**config.mk**
```make
export PLATFORM = sky130hd
export DESIGN_NAME = whack_a_mole
export DESIGN_NICKNAME = d
export VERILOG_FILES = /design/src/whack_pkg.sv /design/src/whack_a_mole.sv /design/src/game_fsm.sv /design/src/game_timer.sv /design/src/mole_rng.sv /design/src/press_detect.sv
export SDC_FILE = /design/constraint.sdc
export NUM_CORES = 1
export LEC_CHECK = 0
export BUFFER_PORTS_ARGS = -buffer_cell sky130_fd_sc_hd__buf_2
export CAP_MARGIN = 20
export CORE_UTILIZATION = 60
export CTS_CLUSTER_SIZE = 30
export DETAILED_ROUTE_END_ITERATION = 8
export GPL_TIMING_DRIVEN = 0
export HOLD_SLACK_MARGIN = 0.12
export PLACE_DENSITY = 0.78
export SLEW_MARGIN = 20
export SYNTH_ARGS = -nofsm -noshare
export SYNTH_HDL_FRONTEND = slang
export SYNTH_SLANG_ARGS = --single-unit
export TNS_END_PERCENT = 30
```
**constraint.sdc**
```tcl
create_clock -name clk -period 6 [get_ports clk]
set_input_delay 1.2 -clock clk [delete_from_list [all_inputs] [get_ports clk]]
set_output_delay 1.2 -clock clk [all_outputs]
set_load 0.01 [all_outputs]
```
**src/whack_pkg.sv**
```systemverilog
package whack_pkg;

    //////////////////////////////////////////////////////////////////////
    // Board and counter widths
    //////////////////////////////////////////////////////////////////////
    localparam int num_moles = 4;                 // Holes on the board
    localparam int score_w   = 7;                 // Wide enough to reach 99
    localparam int lives_w   = 2;
    localparam int tick_w    = 10;                // Tick counts, 10 ms each

    localparam logic [lives_w-1:0] start_lives = 2'd3;

    //////////////////////////////////////////////////////////////////////
    // Timing in ticks
    //////////////////////////////////////////////////////////////////////
    localparam logic [tick_w-1:0] delay_min_ticks  = 10'd100;  // Shortest spawn delay
    localparam int                delay_span_ticks = 128;      // Must stay a power of two
    localparam logic [tick_w-1:0] hammer_ticks     = 10'd300;  // Window at score 0
    localparam logic [tick_w-1:0] speedup_ticks    = 10'd25;   // Cut per speed step

    // Speed-up rule, one step per ten points, capped
    localparam logic [score_w-1:0] speedup_score = 7'd10;
    localparam logic [score_w-1:0] max_speedups  = 7'd9;

    localparam logic [15:0] lfsr_seed = 16'hace1;  // Any nonzero start value

    // Game phases
    typedef enum logic [1:0] {
        st_idle    = 2'd0,      // Waiting for a start press
        st_wait    = 2'd1,      // Spawn delay running
        st_mole_up = 2'd2,      // Mole lit, hammer window open
        st_end     = 2'd3       // Final score on show
    } game_state_t;

    // One bit per hole, used for buttons, presses and mole LEDs
    typedef logic [num_moles-1:0] lane_t;

    // Status word shown to the outside
    typedef struct packed {
        game_state_t        state;
        logic [score_w-1:0] score;
        logic [lives_w-1:0] lives;
    } game_status_t;

endpackage
```
**src/whack_a_mole.sv**
```systemverilog
module whack_a_mole import whack_pkg::*; #(
    parameter int cycles_per_tick = 500_000     // Clock cycles per 10 ms tick
) (
    input  logic         clk,
    input  logic         reset,
    input  lane_t        button,        // Raw hole buttons
    output lane_t        mole,          // Mole LEDs
    output game_status_t status         // State, score and lives
);

    lane_t              press;
    logic [tick_w-1:0]  rand_delay;
    logic [1:0]         rand_lane;
    logic               load_delay;
    logic               load_window;
    logic               expire;

    // Button synchronizers and edge detect
    press_detect u_press_detect (
        .clk    (clk),
        .reset  (reset),
        .button (button),
        .press  (press)
    );

    // Random spawn delay and lane
    mole_rng u_mole_rng (
        .clk        (clk),
        .reset      (reset),
        .rand_delay (rand_delay),
        .rand_lane  (rand_lane)
    );

    // Tick countdown for delay and window
    game_timer #(
        .cycles_per_tick (cycles_per_tick)
    ) u_game_timer (
        .clk         (clk),
        .reset       (reset),
        .load_delay  (load_delay),
        .load_window (load_window),
        .rand_delay  (rand_delay),
        .score       (status.score),     // Window length follows the score
        .expire      (expire)
    );

    game_fsm u_game_fsm (
        .clk         (clk),
        .reset       (reset),
        .press       (press),
        .expire      (expire),
        .rand_lane   (rand_lane),
        .load_delay  (load_delay),
        .load_window (load_window),
        .mole        (mole),
        .status      (status)
    );

endmodule

```
**src/game_fsm.sv**
```systemverilog
module game_fsm import whack_pkg::*; (
    input  logic         clk,
    input  logic         reset,
    input  lane_t        press,         // One-cycle press pulses
    input  logic         expire,        // Countdown done
    input  logic [1:0]   rand_lane,
    output logic         load_delay,    // Strobe, start spawn delay
    output logic         load_window,   // Strobe, start hammer window
    output lane_t        mole,          // Mole LEDs
    output game_status_t status
);

    logic any_press;
    logic hit;          // Lit lane pressed, nothing else
    logic miss;         // Wrong lane or window closed
    logic last_life;

    //////////////////////////////////////////////////////////////////////
    // Press decode and countdown strobes
    //////////////////////////////////////////////////////////////////////
    always_comb begin
        any_press = |press;
        hit       = ((press & mole) != '0) && ((press & ~mole) == '0);
        miss      = !hit && (any_press || expire);   // A press beats a same-cycle expire
        last_life = (status.lives == lives_w'(1));

        load_delay  = 1'b0;
        load_window = 1'b0;
        case (status.state)
            st_idle: begin
                load_delay = any_press;              // Game start
            end
            st_wait: begin
                load_window = expire;                // Mole lights now
            end
            st_mole_up: begin
                // Next spawn unless the game is over
                load_delay = hit || (miss && !last_life);
            end
            default: begin
                load_delay  = 1'b0;                  // End screen runs no timer
                load_window = 1'b0;
            end
        endcase
    end

    //////////////////////////////////////////////////////////////////////
    // State, score, lives and mole LEDs
    //////////////////////////////////////////////////////////////////////
    always_ff @(posedge clk or posedge reset) begin
        if (reset) begin
            status <= '{state: st_idle, score: '0, lives: '0};
            mole   <= '0;
        end else begin
            case (status.state)
                st_idle: begin
                    if (any_press) begin
                        status.score <= '0;
                        status.lives <= start_lives;
                        status.state <= st_wait;
                    end
                end

                st_wait: begin
                    // Presses here are ignored
                    if (expire) begin
                        mole         <= lane_t'(1'b1) << rand_lane;
                        status.state <= st_mole_up;
                    end
                end

                st_mole_up: begin
                    if (hit || miss) begin
                        mole <= '0;                  // Mole hides either way
                        if (hit) begin
                            status.score <= status.score + 1'b1;
                            status.state <= st_wait;
                        end else begin
                            status.lives <= status.lives - 1'b1;
                            status.state <= last_life ? st_end : st_wait;
                        end
                    end
                end

                default: begin                       // st_end, score stays on show
                    if (any_press) begin
                        status.score <= '0;
                        status.state <= st_idle;
                    end
                end
            endcase
        end
    end

    // At most one mole, and only while the window is open
    mole_legal: assert property (
        @(posedge clk) disable iff (reset)
        $onehot0(mole) && ((mole == '0) || (status.state == st_mole_up))
    );

endmodule

```
**src/game_timer.sv**
```systemverilog
module game_timer import whack_pkg::*; #(
    parameter int cycles_per_tick = 500_000     // 10 ms at 50 MHz
) (
    input  logic               clk,
    input  logic               reset,
    input  logic               load_delay,      // Start spawn delay
    input  logic               load_window,     // Start hammer window
    input  logic [tick_w-1:0]  rand_delay,
    input  logic [score_w-1:0] score,
    output logic               expire           // One-cycle end of countdown
);

    logic [$clog2(cycles_per_tick+1)-1:0] pre_cnt;
    logic                                 tick;
    logic [tick_w-1:0]                    count;          // Ticks left
    logic                                 running;
    logic [score_w-1:0]                   speed_steps;
    logic [tick_w-1:0]                    window_ticks;

    //////////////////////////////////////////////////////////////////////
    // Free-running tick prescaler
    //////////////////////////////////////////////////////////////////////
    assign tick = (pre_cnt == $bits(pre_cnt)'(cycles_per_tick - 1));

    always_ff @(posedge clk or posedge reset) begin
        if (reset) begin
            pre_cnt <= '0;
        end else if (tick) begin
            pre_cnt <= '0;
        end else begin
            pre_cnt <= pre_cnt + 1'b1;
        end
    end

    // Window shrinks one step per ten points, at most nine steps
    always_comb begin
        speed_steps = score / speedup_score;
        if (speed_steps > max_speedups) begin
            speed_steps = max_speedups;
        end
        window_ticks = hammer_ticks - speedup_ticks * tick_w'(speed_steps);
    end

    //////////////////////////////////////////////////////////////////////
    // Shared countdown
    //////////////////////////////////////////////////////////////////////
    always_ff @(posedge clk or posedge reset) begin
        if (reset) begin
            count   <= '0;
            running <= 1'b0;
            expire  <= 1'b0;
        end else begin
            expire <= 1'b0;
            if (load_delay) begin                    // New load wins over a pending end
                count   <= rand_delay;
                running <= 1'b1;
            end else if (load_window) begin
                count   <= window_ticks;
                running <= 1'b1;
            end else if (running && tick) begin
                count <= count - 1'b1;
                if (count == tick_w'(1)) begin       // Last tick, fire once and stop
                    running <= 1'b0;
                    expire  <= 1'b1;
                end
            end
        end
    end

    load_exclusive: assert property (
        @(posedge clk) disable iff (reset)
        !(load_delay && load_window)
    );

endmodule

```
**src/mole_rng.sv**
```systemverilog
module mole_rng import whack_pkg::*; (
    input  logic              clk,
    input  logic              reset,
    output logic [tick_w-1:0] rand_delay,   // Spawn delay in ticks
    output logic [1:0]        rand_lane     // Index of the next mole
);

    logic [15:0]                         lfsr;
    logic [$clog2(delay_span_ticks)-1:0] delay_off;   // Random part of the delay

    //////////////////////////////////////////////////////////////////////
    // Galois LFSR, x^16 + x^14 + x^13 + x^11 + 1
    //////////////////////////////////////////////////////////////////////
    always_ff @(posedge clk or posedge reset) begin
        if (reset) begin
            lfsr <= lfsr_seed;
        end else begin
            // Shift right, fold the output bit into the tap positions
            lfsr <= {1'b0, lfsr[15:1]} ^ (lfsr[0] ? 16'hb400 : 16'h0000);
        end
    end

    // Low bits give the delay offset
    assign delay_off  = lfsr[$clog2(delay_span_ticks)-1:0];
    assign rand_delay = delay_min_ticks + tick_w'(delay_off);   // 100 to 227 ticks

    // Lane taken from bits above the delay field
    assign rand_lane  = lfsr[9:8];

    // Zero state would lock the generator for good
    lfsr_nonzero: assert property (
        @(posedge clk) disable iff (reset)
        lfsr != '0
    );

endmodule

```
**src/press_detect.sv**
```systemverilog
module press_detect import whack_pkg::*; (
    input  logic  clk,
    input  logic  reset,
    input  lane_t button,       // Raw asynchronous button levels
    output lane_t press         // One-cycle pulse per rising level
);

    lane_t sync_1;              // First synchronizer stage
    lane_t sync_2;              // Second stage used by the edge detect
    lane_t level_prev;          // Last synchronized level

    // Two-flop synchronizer plus registered edge detect
    always_ff @(posedge clk or posedge reset) begin
        if (reset) begin
            sync_1     <= '0;
            sync_2     <= '0;
            level_prev <= '0;
            press      <= '0;
        end else begin
            sync_1     <= button;
            sync_2     <= sync_1;
            level_prev <= sync_2;
            press      <= sync_2 & ~level_prev;   // Rising edge only
        end
    end

    // A held button must not repeat the pulse
    press_single: assert property (
        @(posedge clk) disable iff (reset)
        (press & $past(press)) == '0
    );

endmodule

```
### Word-level counts from Yosys, hierarchy flattened

Cells that the tools add are included.

* $add $sub $neg: 6
* $mul: 1
* div/mod/pow operators: 1
* order comparisons: 1
* eq/ne operators: 10
* shifts and indexed selects: 1
* mux-type cells: 30
* bitwise operators: 7
* reductions and logical operators: 24

Operators with widths (count)
* $mux W10: 3
* $mux W11: 2
* $pmux W7 S3: 1
* $add A19 B1 Y19 const B: 1
* $eq A19 B19 Y1 const B: 1
* $mux W19: 1
* $mux W16: 1
* $xor A15 B16 Y16: 1
* $mux W7: 2
* $and A4 B4 Y4: 3
* $eq A10 B1 Y1 const B: 1
* $mul A5 B7 Y10 const A: 1
* $sub A10 B1 Y10 const B: 1
* $sub A9 B10 Y10 const A: 1
* $mux W1: 9
* $mux W9: 1
* $reduce_bool A3 Y1: 3
* $add A7 B7 Y8 const A: 1
* $mux W2: 4
* $mux W4: 2
* $not A4 Y4: 2
* $pmux W4 S2: 1
* $reduce_and A4 Y1: 2
* $add A7 B1 Y7 const B: 1
* other kinds (23): 35

* register bits: 78
* input bits: 6
* output and inout bits: 15
* word-level logic and storage cells: 94

### Logic depth before layout (Yosys ltp)

Gate-level depths: netlist of run 1.

* depth after elaboration: 11
* mapped depth: 18
* mapped depth without buffers: 17

### Cells and area by module

Synthesis of run 1 repeated with hierarchy kept, for this count alone.

* cell total of the unflattened synthesis: 434
* area total of the unflattened synthesis: 4295.4 sq um

By module, submodules not included
* game_timer: instances 1, cells an instance 274, area an instance 2339.7 sq um, seq. area each 775.7 sq um
* game_fsm: instances 1, cells an instance 103, area an instance 943.4 sq um, seq. area each 375.4 sq um
* mole_rng: instances 1, cells an instance 36, area an instance 553.0 sq um, seq. area each 410.4 sq um
* press_detect: instances 1, cells an instance 21, area an instance 459.2 sq um, seq. area each 400.4 sq um

### Least setup slack after synthesis of run 1

Ideal clock, no wire load.

* path type: flip-flop to flip-flop
* start: reg, netlist name u_game_fsm.status[5]
* end: reg u_game_timer.count[6]
* arrival time: 3.904 ns
* data required time: 5.875 ns
* setup slack: 1.971 ns
* stages on the path, launching flop included: 16
* path buffers: 0
* cell sequence: dfrtp_1 > or4b_4 > nand2b_1 > o2111a_1 > or4_4 > or2_1 > ha_1 > ha_1 > xor2_1 > ha_1 > nand2b_1 > a22oi_1 > xor2_1 > mux2i_1 > mux2i_1 > mux2_2

* cells in the longest elaborated chain, start to end: 7

Ends and longest elaborated chain
* $div A7 B4 Y7 (*): RTL line game_timer.sv:37 `speed_steps = score / speedup_score;`
* $gt A7 B4 Y1: RTL line game_timer.sv:38 `if (speed_steps > max_speedups) begin`
* $mux W7 (*): RTL line game_timer.sv:38
* $mul A5 B7 Y10 (*): RTL line game_timer.sv:41 `window_ticks = hammer_ticks - speedup_ticks * tick_w'(speed_steps);`
* $sub A9 B10 Y10 (*): RTL line game_timer.sv:41
* $mux W10 (*): RTL line game_timer.sv:57 `end else if (load_window) begin`
* $mux W10 (*): RTL line game_timer.sv:54 `if (load_delay) begin`
* end signal: assignment: RTL line game_timer.sv:55 `count <= rand_delay;`
* end signal: assignment: RTL line game_timer.sv:58 `count <= window_ticks;`
* end signal: assignment: RTL line game_timer.sv:61 `count <= count - 1'b1;`
* end: declaration: RTL line game_timer.sv:15 `logic [tick_w-1:0] count;`

Mark *: on every way between the ends. The rest lies on a longest branch, timed or not.
A chain may end at the register's enable or synchronous reset.

### Worst setup path after layout of run 1

* start: reg, netlist name u_game_fsm.status[8]
* end: reg u_game_timer.count[6]

* cells in the longest elaborated chain, start to end: 7

Ends and longest elaborated chain (RTL line)
* $div A7 B4 Y7 (*): game_timer.sv:37
* $gt A7 B4 Y1: game_timer.sv:38
* $mux W7 (*): game_timer.sv:38
* $mul A5 B7 Y10 (*): game_timer.sv:41
* $sub A9 B10 Y10 (*): game_timer.sv:41
* $mux W10 (*): game_timer.sv:57
* $mux W10 (*): game_timer.sv:54

Marks and branches as above.

==> flow_metrics.env, run 1 <==
export IMPL_whs_path_depth=0
export IMPL_grt_pass1_vias=2950
export IMPL_area_delta_synth_final_pct=10.99
export IMPL_whs_ns=0.3535
export IMPL_hold_violations=0
export IMPL_ant_nets=0
export IMPL_h_tree_depth=3
export IMPL_groute_usage_overall_pct=23.17
export IMPL_pwr_density_cell_nw_per_um2=281.5
export IMPL_clk_latency_ns=0.35
export IMPL_synth_ff_type="dfrtp_1"
export IMPL_core_area_um2=6459
export IMPL_grt_pass1_wl_um=12950
export IMPL_fillCellCount=479
export IMPL_ys_ff_latch=78
export IMPL_root_buffer="clkbuf_8"
export IMPL_relSlewSlack_pct=49.02
export IMPL_r2r_end="u_game_timer.count[6]"
export IMPL_synthTopCellsByArea="dfrtp_1 43%, ha_1 7.4%, dfstp_2 5.2%"
export IMPL_ys_async_sr_fraction_pct=100.0
export IMPL_critPathKind="reg -> reg"
export IMPL_synth_top_cell_area_share_pct=42.97
export IMPL_nets=458
export IMPL_area_sequential_um2=1962
export IMPL_maxCapViolCount=0
export IMPL_startpoint_type="register"
export IMPL_worstReg2RegStart="u_game_fsm.status[8]"
export IMPL_startpoint="u_game_fsm.status[8]"
export IMPL_multiInputGateArea_um2=1976
export IMPL_first_pass_iters=4
export IMPL_fin_tns_setup_ns=0
export IMPL_outcome="finished, final reports clean"
export IMPL_cp_required_ns=6.24
export IMPL_ioPinCount=21
export IMPL_fin_crit_sh_pct=72.66
export IMPL_cts_buffers=9
export IMPL_ys_seq_area_share_pct=48.13
export IMPL_min_period_ns=4.359
export IMPL_cts_resized=0
export IMPL_hold_path_class="reg -> reg"
export IMPL_wirelength_um=7457
export IMPL_yosysTopAreaCell="dfrtp_1"
export IMPL_max_freq_ghz=0.2294
export IMPL_ys_warn_count=0
export IMPL_synth_edf_count=0
export IMPL_crit_path_end="u_game_timer.count[6]"
export IMPL_path_max_fanout=9
export IMPL_io_buffers=20
export IMPL_die_w_um=84.43
export IMPL_arrival_ns=4.60
export IMPL_finalSetupViolations=0
export IMPL_clockBufferDepth=2
export IMPL_tightest_slew_ns=0.7584
export IMPL_cts_sinks=78
export IMPL_grt_antenna_before_repair=0
export IMPL_synth_most_common_cell="dfrtp_1"
export IMPL_rr_worst_depth=15
export IMPL_num_vias=2893
export IMPL_syn_inst=395
export IMPL_drt_iter0_drc=153
export IMPL_cp_end_kind="register"
export IMPL_dpl_instance_area_um2=4295
export IMPL_finClkSkew_ns=0.009523
export IMPL_ir_worst_vdd_mv=0.2382
export IMPL_finalWeightedCongestion=0.9152
export IMPL_die_h_um=84.43
export IMPL_grt_max_degree=44
export IMPL_fin_area_um2=4524
export IMPL_leakage_nw=2.065
export IMPL_post_place_ws_ns=1.671
export IMPL_grt_setup_unrepaired="false"
export IMPL_synth_commonest_cells="70 x dfrtp_1, 33 x nor2_1, 28 x inv_1, 27 x nand2_1, 24 x ha_1"
export IMPL_post_cts_buffers=0
export IMPL_via_per_inst=5.684
export IMPL_grt_overflow_total=0
export IMPL_start_util_pct=63.12
export IMPL_drc=0
export IMPL_syn_avg_cell_area_um2=10.32
export IMPL_setup_ws_ns=1.641
export IMPL_dieArea_um2=7128
export IMPL_wl_per_cell_um=14.65
export IMPL_path_clk_slew_ns=0.08
export IMPL_netlist_area_um2=4076
export IMPL_cts_tree="done"
export IMPL_power_mw=1.274
export IMPL_syn_nets=426
export IMPL_hpwl_um=5503
export IMPL_fp_row_count=29
export IMPL_drive_gt1_share_pct=13.43
export IMPL_cts_hold_buf=0
export IMPL_synthDistinctLibCells=61
export IMPL_diodes=0
export IMPL_ff2ff_setup_slack_ns=1.64
export IMPL_slew_violations=0
==> critical path: stages (launching register included) <==
cell and delay (ns):
dfrtp_1 0.47, or4b_4 0.53, nand2b_1 0.16, o2111a_1 0.11, or4_4 0.54, or2_1 0.29, ha_1 0.33, ha_1 0.31
xor2_1 0.16, ha_1 0.34, nand2b_1 0.08, a22oi_1 0.22, xor2_1 0.12, mux2i_1 0.20, mux2i_1 0.10, mux2_2 0.28
==> flip-flops by register name, summed over array words and instances, names as in the netlist <==
signal,flops
u_game_timer.pre_cnt,19
u_mole_rng.lfsr,16
u_game_fsm.status,11
u_game_timer.count,10
u_game_fsm.mole,4
u_press_detect.level_prev,4
u_press_detect.press,4
u_press_detect.sync_1,4
u_press_detect.sync_2,4
u_game_timer.expire,1
u_game_timer.running,1
==> metrics by stage <==
| step | cells | utilization (%) |
|---|---|---|
| finish | 509 | 70.05 |
| detailed placement | 493 | 66.51 |
| floorplan | 395 | - |
| global route | 509 | 70.05 |
| global placement | 492 | 66.16 |
| CTS | 509 | 70.05 |
==> worst min-delay path by stage <==
stage                     slack (ns)                       end                startpoint
after floorplan                 0.33  u_press_detect.sync_2[0]  u_press_detect.sync_1[0]
after global placement          0.33  u_press_detect.sync_2[3]  u_press_detect.sync_1[3]
after detailed placement        0.34  u_press_detect.sync_2[2]  u_press_detect.sync_1[2]
after CTS                       0.36  u_press_detect.sync_2[0]  u_press_detect.sync_1[0]
after global routing            0.37  u_press_detect.sync_2[0]  u_press_detect.sync_1[0]
final                           0.35  u_press_detect.sync_2[0]  u_press_detect.sync_1[0]
==> where the power goes <==
group / total, mW / leakage [nW] / internal (mW) / switching [mW]
registers: 0.578 / 0.976 / 0.553 / 0.0256
logic: 0.258 / 0.977 / 0.0947 / 0.163
clock network: 0.437 / 0.112 / 0.240 / 0.197
total: 1.27 / 2.07 / 0.888 / 0.386
==> metal layers <==
layer	up-vias	wire length (um)	global-route usage [%]
met4	0	68	7.704
met5	-	0	0
met3	6	234	4.720
met2	56	3829	40.61
met1	1397	3325	28.91
li1	1434	-	-
==> layout make-up <==
class,count,area share [%]
clock buffer,9,2.738
tap,77,2.129
timing repair buffer,21,2.655
inverter,28,2.378
sequential,78,43.36
buffer,9,0.7467
multi-input combinational,280,43.67
clock inverter,7,2.323
==> cells in the final DEF (no fill, tap or decap), types with 4 or more instances in the layout <==
master,synthesis,routed
mux2i_1,8,8
dfrtp_1,70,70
buf_2,0,20
nor2_1,33,33
nor2b_1,6,6
mux2_2,4,4
clkbuf_8,0,9
inv_1,28,27
nor3_1,5,5
nand2_1,27,27
clkbuf_1,9,9
xnor2_1,15,15
or3_1,4,4
o21ai_0,15,15
nand4_1,8,8
ha_1,24,24
dfstp_2,8,8
nand2b_1,11,11
nand3_1,14,14
a21oi_1,15,15
xor2_1,23,23
==> logic make-up (layout without fill, tap and decap cells) <==
group / after synthesis / in the layout / share of synthesized area (%)
simple gates: 138 / 138 / 18.23
fa+ha+maj: 25 / 25 / 7.858
buf+inv: 37 / 74 / 3.407
compound gates: 66 / 66 / 10.87
flops: 78 / 78 / 48.13
mux: 13 / 13 / 3.346
xor+xnor: 38 / 38 / 8.165
(Power assumes the default switching activity.)
==> run 2, diff against run 1 <==
==> constraint.sdc (replaced) <==
create_clock -name clk -period 4.15 [get_ports clk]
set_input_delay 0.83 -clock clk [delete_from_list [all_inputs] [get_ports clk]]
set_output_delay 0.83 -clock clk [all_outputs]
set_load 0.01 [all_outputs]
==> flow_metrics.env, run 2 (synthesis gave the netlist of run 1 again) <==
export IMPL_hpwl_um=5503
export IMPL_die_h_um=84.43
export IMPL_first_pass_iters=4
export IMPL_layout_cells_non_filler=521
export IMPL_fin_crit_sh_pct=96.90
export IMPL_leakage_nw=2.145
export IMPL_area_delta_synth_final_pct=14.64
export IMPL_grt_pass1_vias=2981
export IMPL_p_clk_share_pct=34.3
export IMPL_tightest_slew_ns=0.7712
export IMPL_most_common_layout_cells="68 x dfrtp_1, 33 x nor2_1, 27 x inv_1, 27 x nand2_1, 23 x xor2_1"
export IMPL_outcome="finished, final reports clean"
export IMPL_cts_tree="done"
export IMPL_num_vias=3001
export IMPL_post_place_ws_ns=-0.1789
export IMPL_regMostFlops="u_game_timer.pre_cnt"
export IMPL_layout_cells_most_common="dfrtp_1"
export IMPL_io_buffers=20
export IMPL_p_comb_share_pct=20.3
export IMPL_cts_buffers=9
export IMPL_power_internal_mw=1.284
export IMPL_start_util_pct=63.12
export IMPL_critPathKind="reg -> reg"
export IMPL_finClkSkew_ns=0.008943
export IMPL_ant_nets=0
export IMPL_clk_latency_ns=0.35
export IMPL_final_core_util_pct=72.36
export IMPL_groute_usage_overall_pct=23.70
export IMPL_netSwitchingFraction_pct=30.37
export IMPL_dieArea_um2=7128
export IMPL_hold_path_class="reg -> reg"
export IMPL_p_switching_uw=560.1
export IMPL_via_per_inst=5.760
export IMPL_fillCellCount=463
export IMPL_pwr_density_cell_nw_per_um2=394.6
export IMPL_grt_max_degree=44
export IMPL_cp_end_kind="register"
export IMPL_core_area_um2=6459
export IMPL_drive_gt1_share_pct=18.24
export IMPL_clockBufferDepth=2
export IMPL_wirelength_um=7846
export IMPL_die_w_um=84.43
export IMPL_slew_violations=0
export IMPL_diodes=0
export IMPL_nets=470
export IMPL_finalWeightedCongestion=0.9152
export IMPL_root_buffer="clkbuf_8"
export IMPL_relSlewSlack_pct=48.16
export IMPL_power_mw=1.844
export IMPL_grt_pass1_wl_um=13210
export IMPL_wl_per_cell_um=15.06
export IMPL_finalSetupViolations=0
export IMPL_drt_iter0_drc=159
export IMPL_largest_register_ffs=19
export IMPL_largestRegisters="u_game_timer.pre_cnt (19), u_mole_rng.lfsr (16), u_game_fsm.status (11)"
export IMPL_h_tree_depth=3
export IMPL_setup_ws_ns=0.1288
export IMPL_drc=0
export IMPL_hold_violations=0
export IMPL_min_period_ns=4.021
export IMPL_path_max_fanout=3
export IMPL_fp_row_count=29
export IMPL_dp_cells=493
export IMPL_arrival_ns=4.26
export IMPL_pwr_share_seq_pct=45.4
export IMPL_path_clk_slew_ns=0.08
export IMPL_max_freq_ghz=0.2487
export IMPL_cts_sinks=78
export IMPL_maxCapViolCount=0
export IMPL_grt_antenna_before_repair=0
export IMPL_grt_overflow_total=0
export IMPL_ioPinCount=21
export IMPL_ir_worst_vdd_mv=0.3442
export IMPL_cp_required_ns=4.39
export IMPL_startpoint_type="register"
## run 2: worst max-delay path: stages (launching register included)
cell and delay [ns]:
dfrtp_1 0.38, or4b_4 0.55, nand2b_4 0.15, o2111a_1 0.11, or4_4 0.53, or2_4 0.27, ha_4 0.26, ha_4 0.23
xor2_1 0.16, ha_1 0.33, nand2b_1 0.12, a22oi_2 0.08, xor2_1 0.17, mux2i_1 0.19, mux2i_1 0.10, mux2_2 0.28
## run 2: final cells by class
class	instances	area [um2]	area share, %
Buffer	9	37.54	0.8032
Clock buffer	9	123.9	2.651
Clock inverter	7	105.1	2.249
Inverter	28	107.6	2.303
Multi-Input combinational cell	280	2028	43.40
Sequential cell	78	1964	42.03
Tap cell	77	96.34	2.062
Timing Repair Buffer	33	210.2	4.498
## run 2: repair_timing
| item | CTS | global route |
|---|---|---|
| hold buffers | 0 | 0 |
| endpoints found under the setup margin | 1 | 5 |
| pin swaps | 2 | 6 |
| gates resized for setup | 6 | 8 |
| buffers inserted | 9 | 3 |
| endpoints found under the hold margin | 0 | 0 |
## run 2: path summary, 6_finish.rpt
path	start	to	slack (ns)	depth (start not counted)
worst max register to register	u_game_fsm.status[5]	u_game_timer.count[6]	0.13	15
max in group asynchronous	reset	u_mole_rng.lfsr[5]	2.99	3
worst min-delay path	u_press_detect.sync_1[0]	u_press_detect.sync_2[0]	0.35	0
worst min register to register	u_press_detect.sync_1[0]	u_press_detect.sync_2[0]	0.35	0
worst max-delay path	u_game_fsm.status[5]	u_game_timer.count[6]	0.13	15
min in group asynchronous	reset	u_press_detect.level_prev[1]	0.53	2
## run 2: per-stage QoR
stage / setup TNS, ns / cell area [um2] / hold WS, ns
after floorplan: 0 / 4076 / 0.3312
after global placement: -0.1110 / 4273 / 0.3344
after detailed placement: -0.1789 / 4295 / 0.3365
after CTS: 0 / 4627 / 0.3583
after global routing: -0.01080 / 4673 / 0.3695
final: 0 / 4673 / 0.3541
## run 2: metal layers
layer	track usage, %	wire length, um	vias up
li1	-	-	1464
met1	29.24	3501	1468
met2	42.10	4022	60
met3	4.720	224	9
met4	7.704	98	0
met5	0	0	-
## run 2: power groups by stage
stage	logic, mW	clock network, mW	registers [mW]
after floorplan	0.268	0	0.854
after global routing	0.422	0.679	0.842
after CTS	0.377	0.652	0.836
after global placement	0.359	0	0.847
final	0.375	0.633	0.836
after detailed placement	0.376	0	0.851
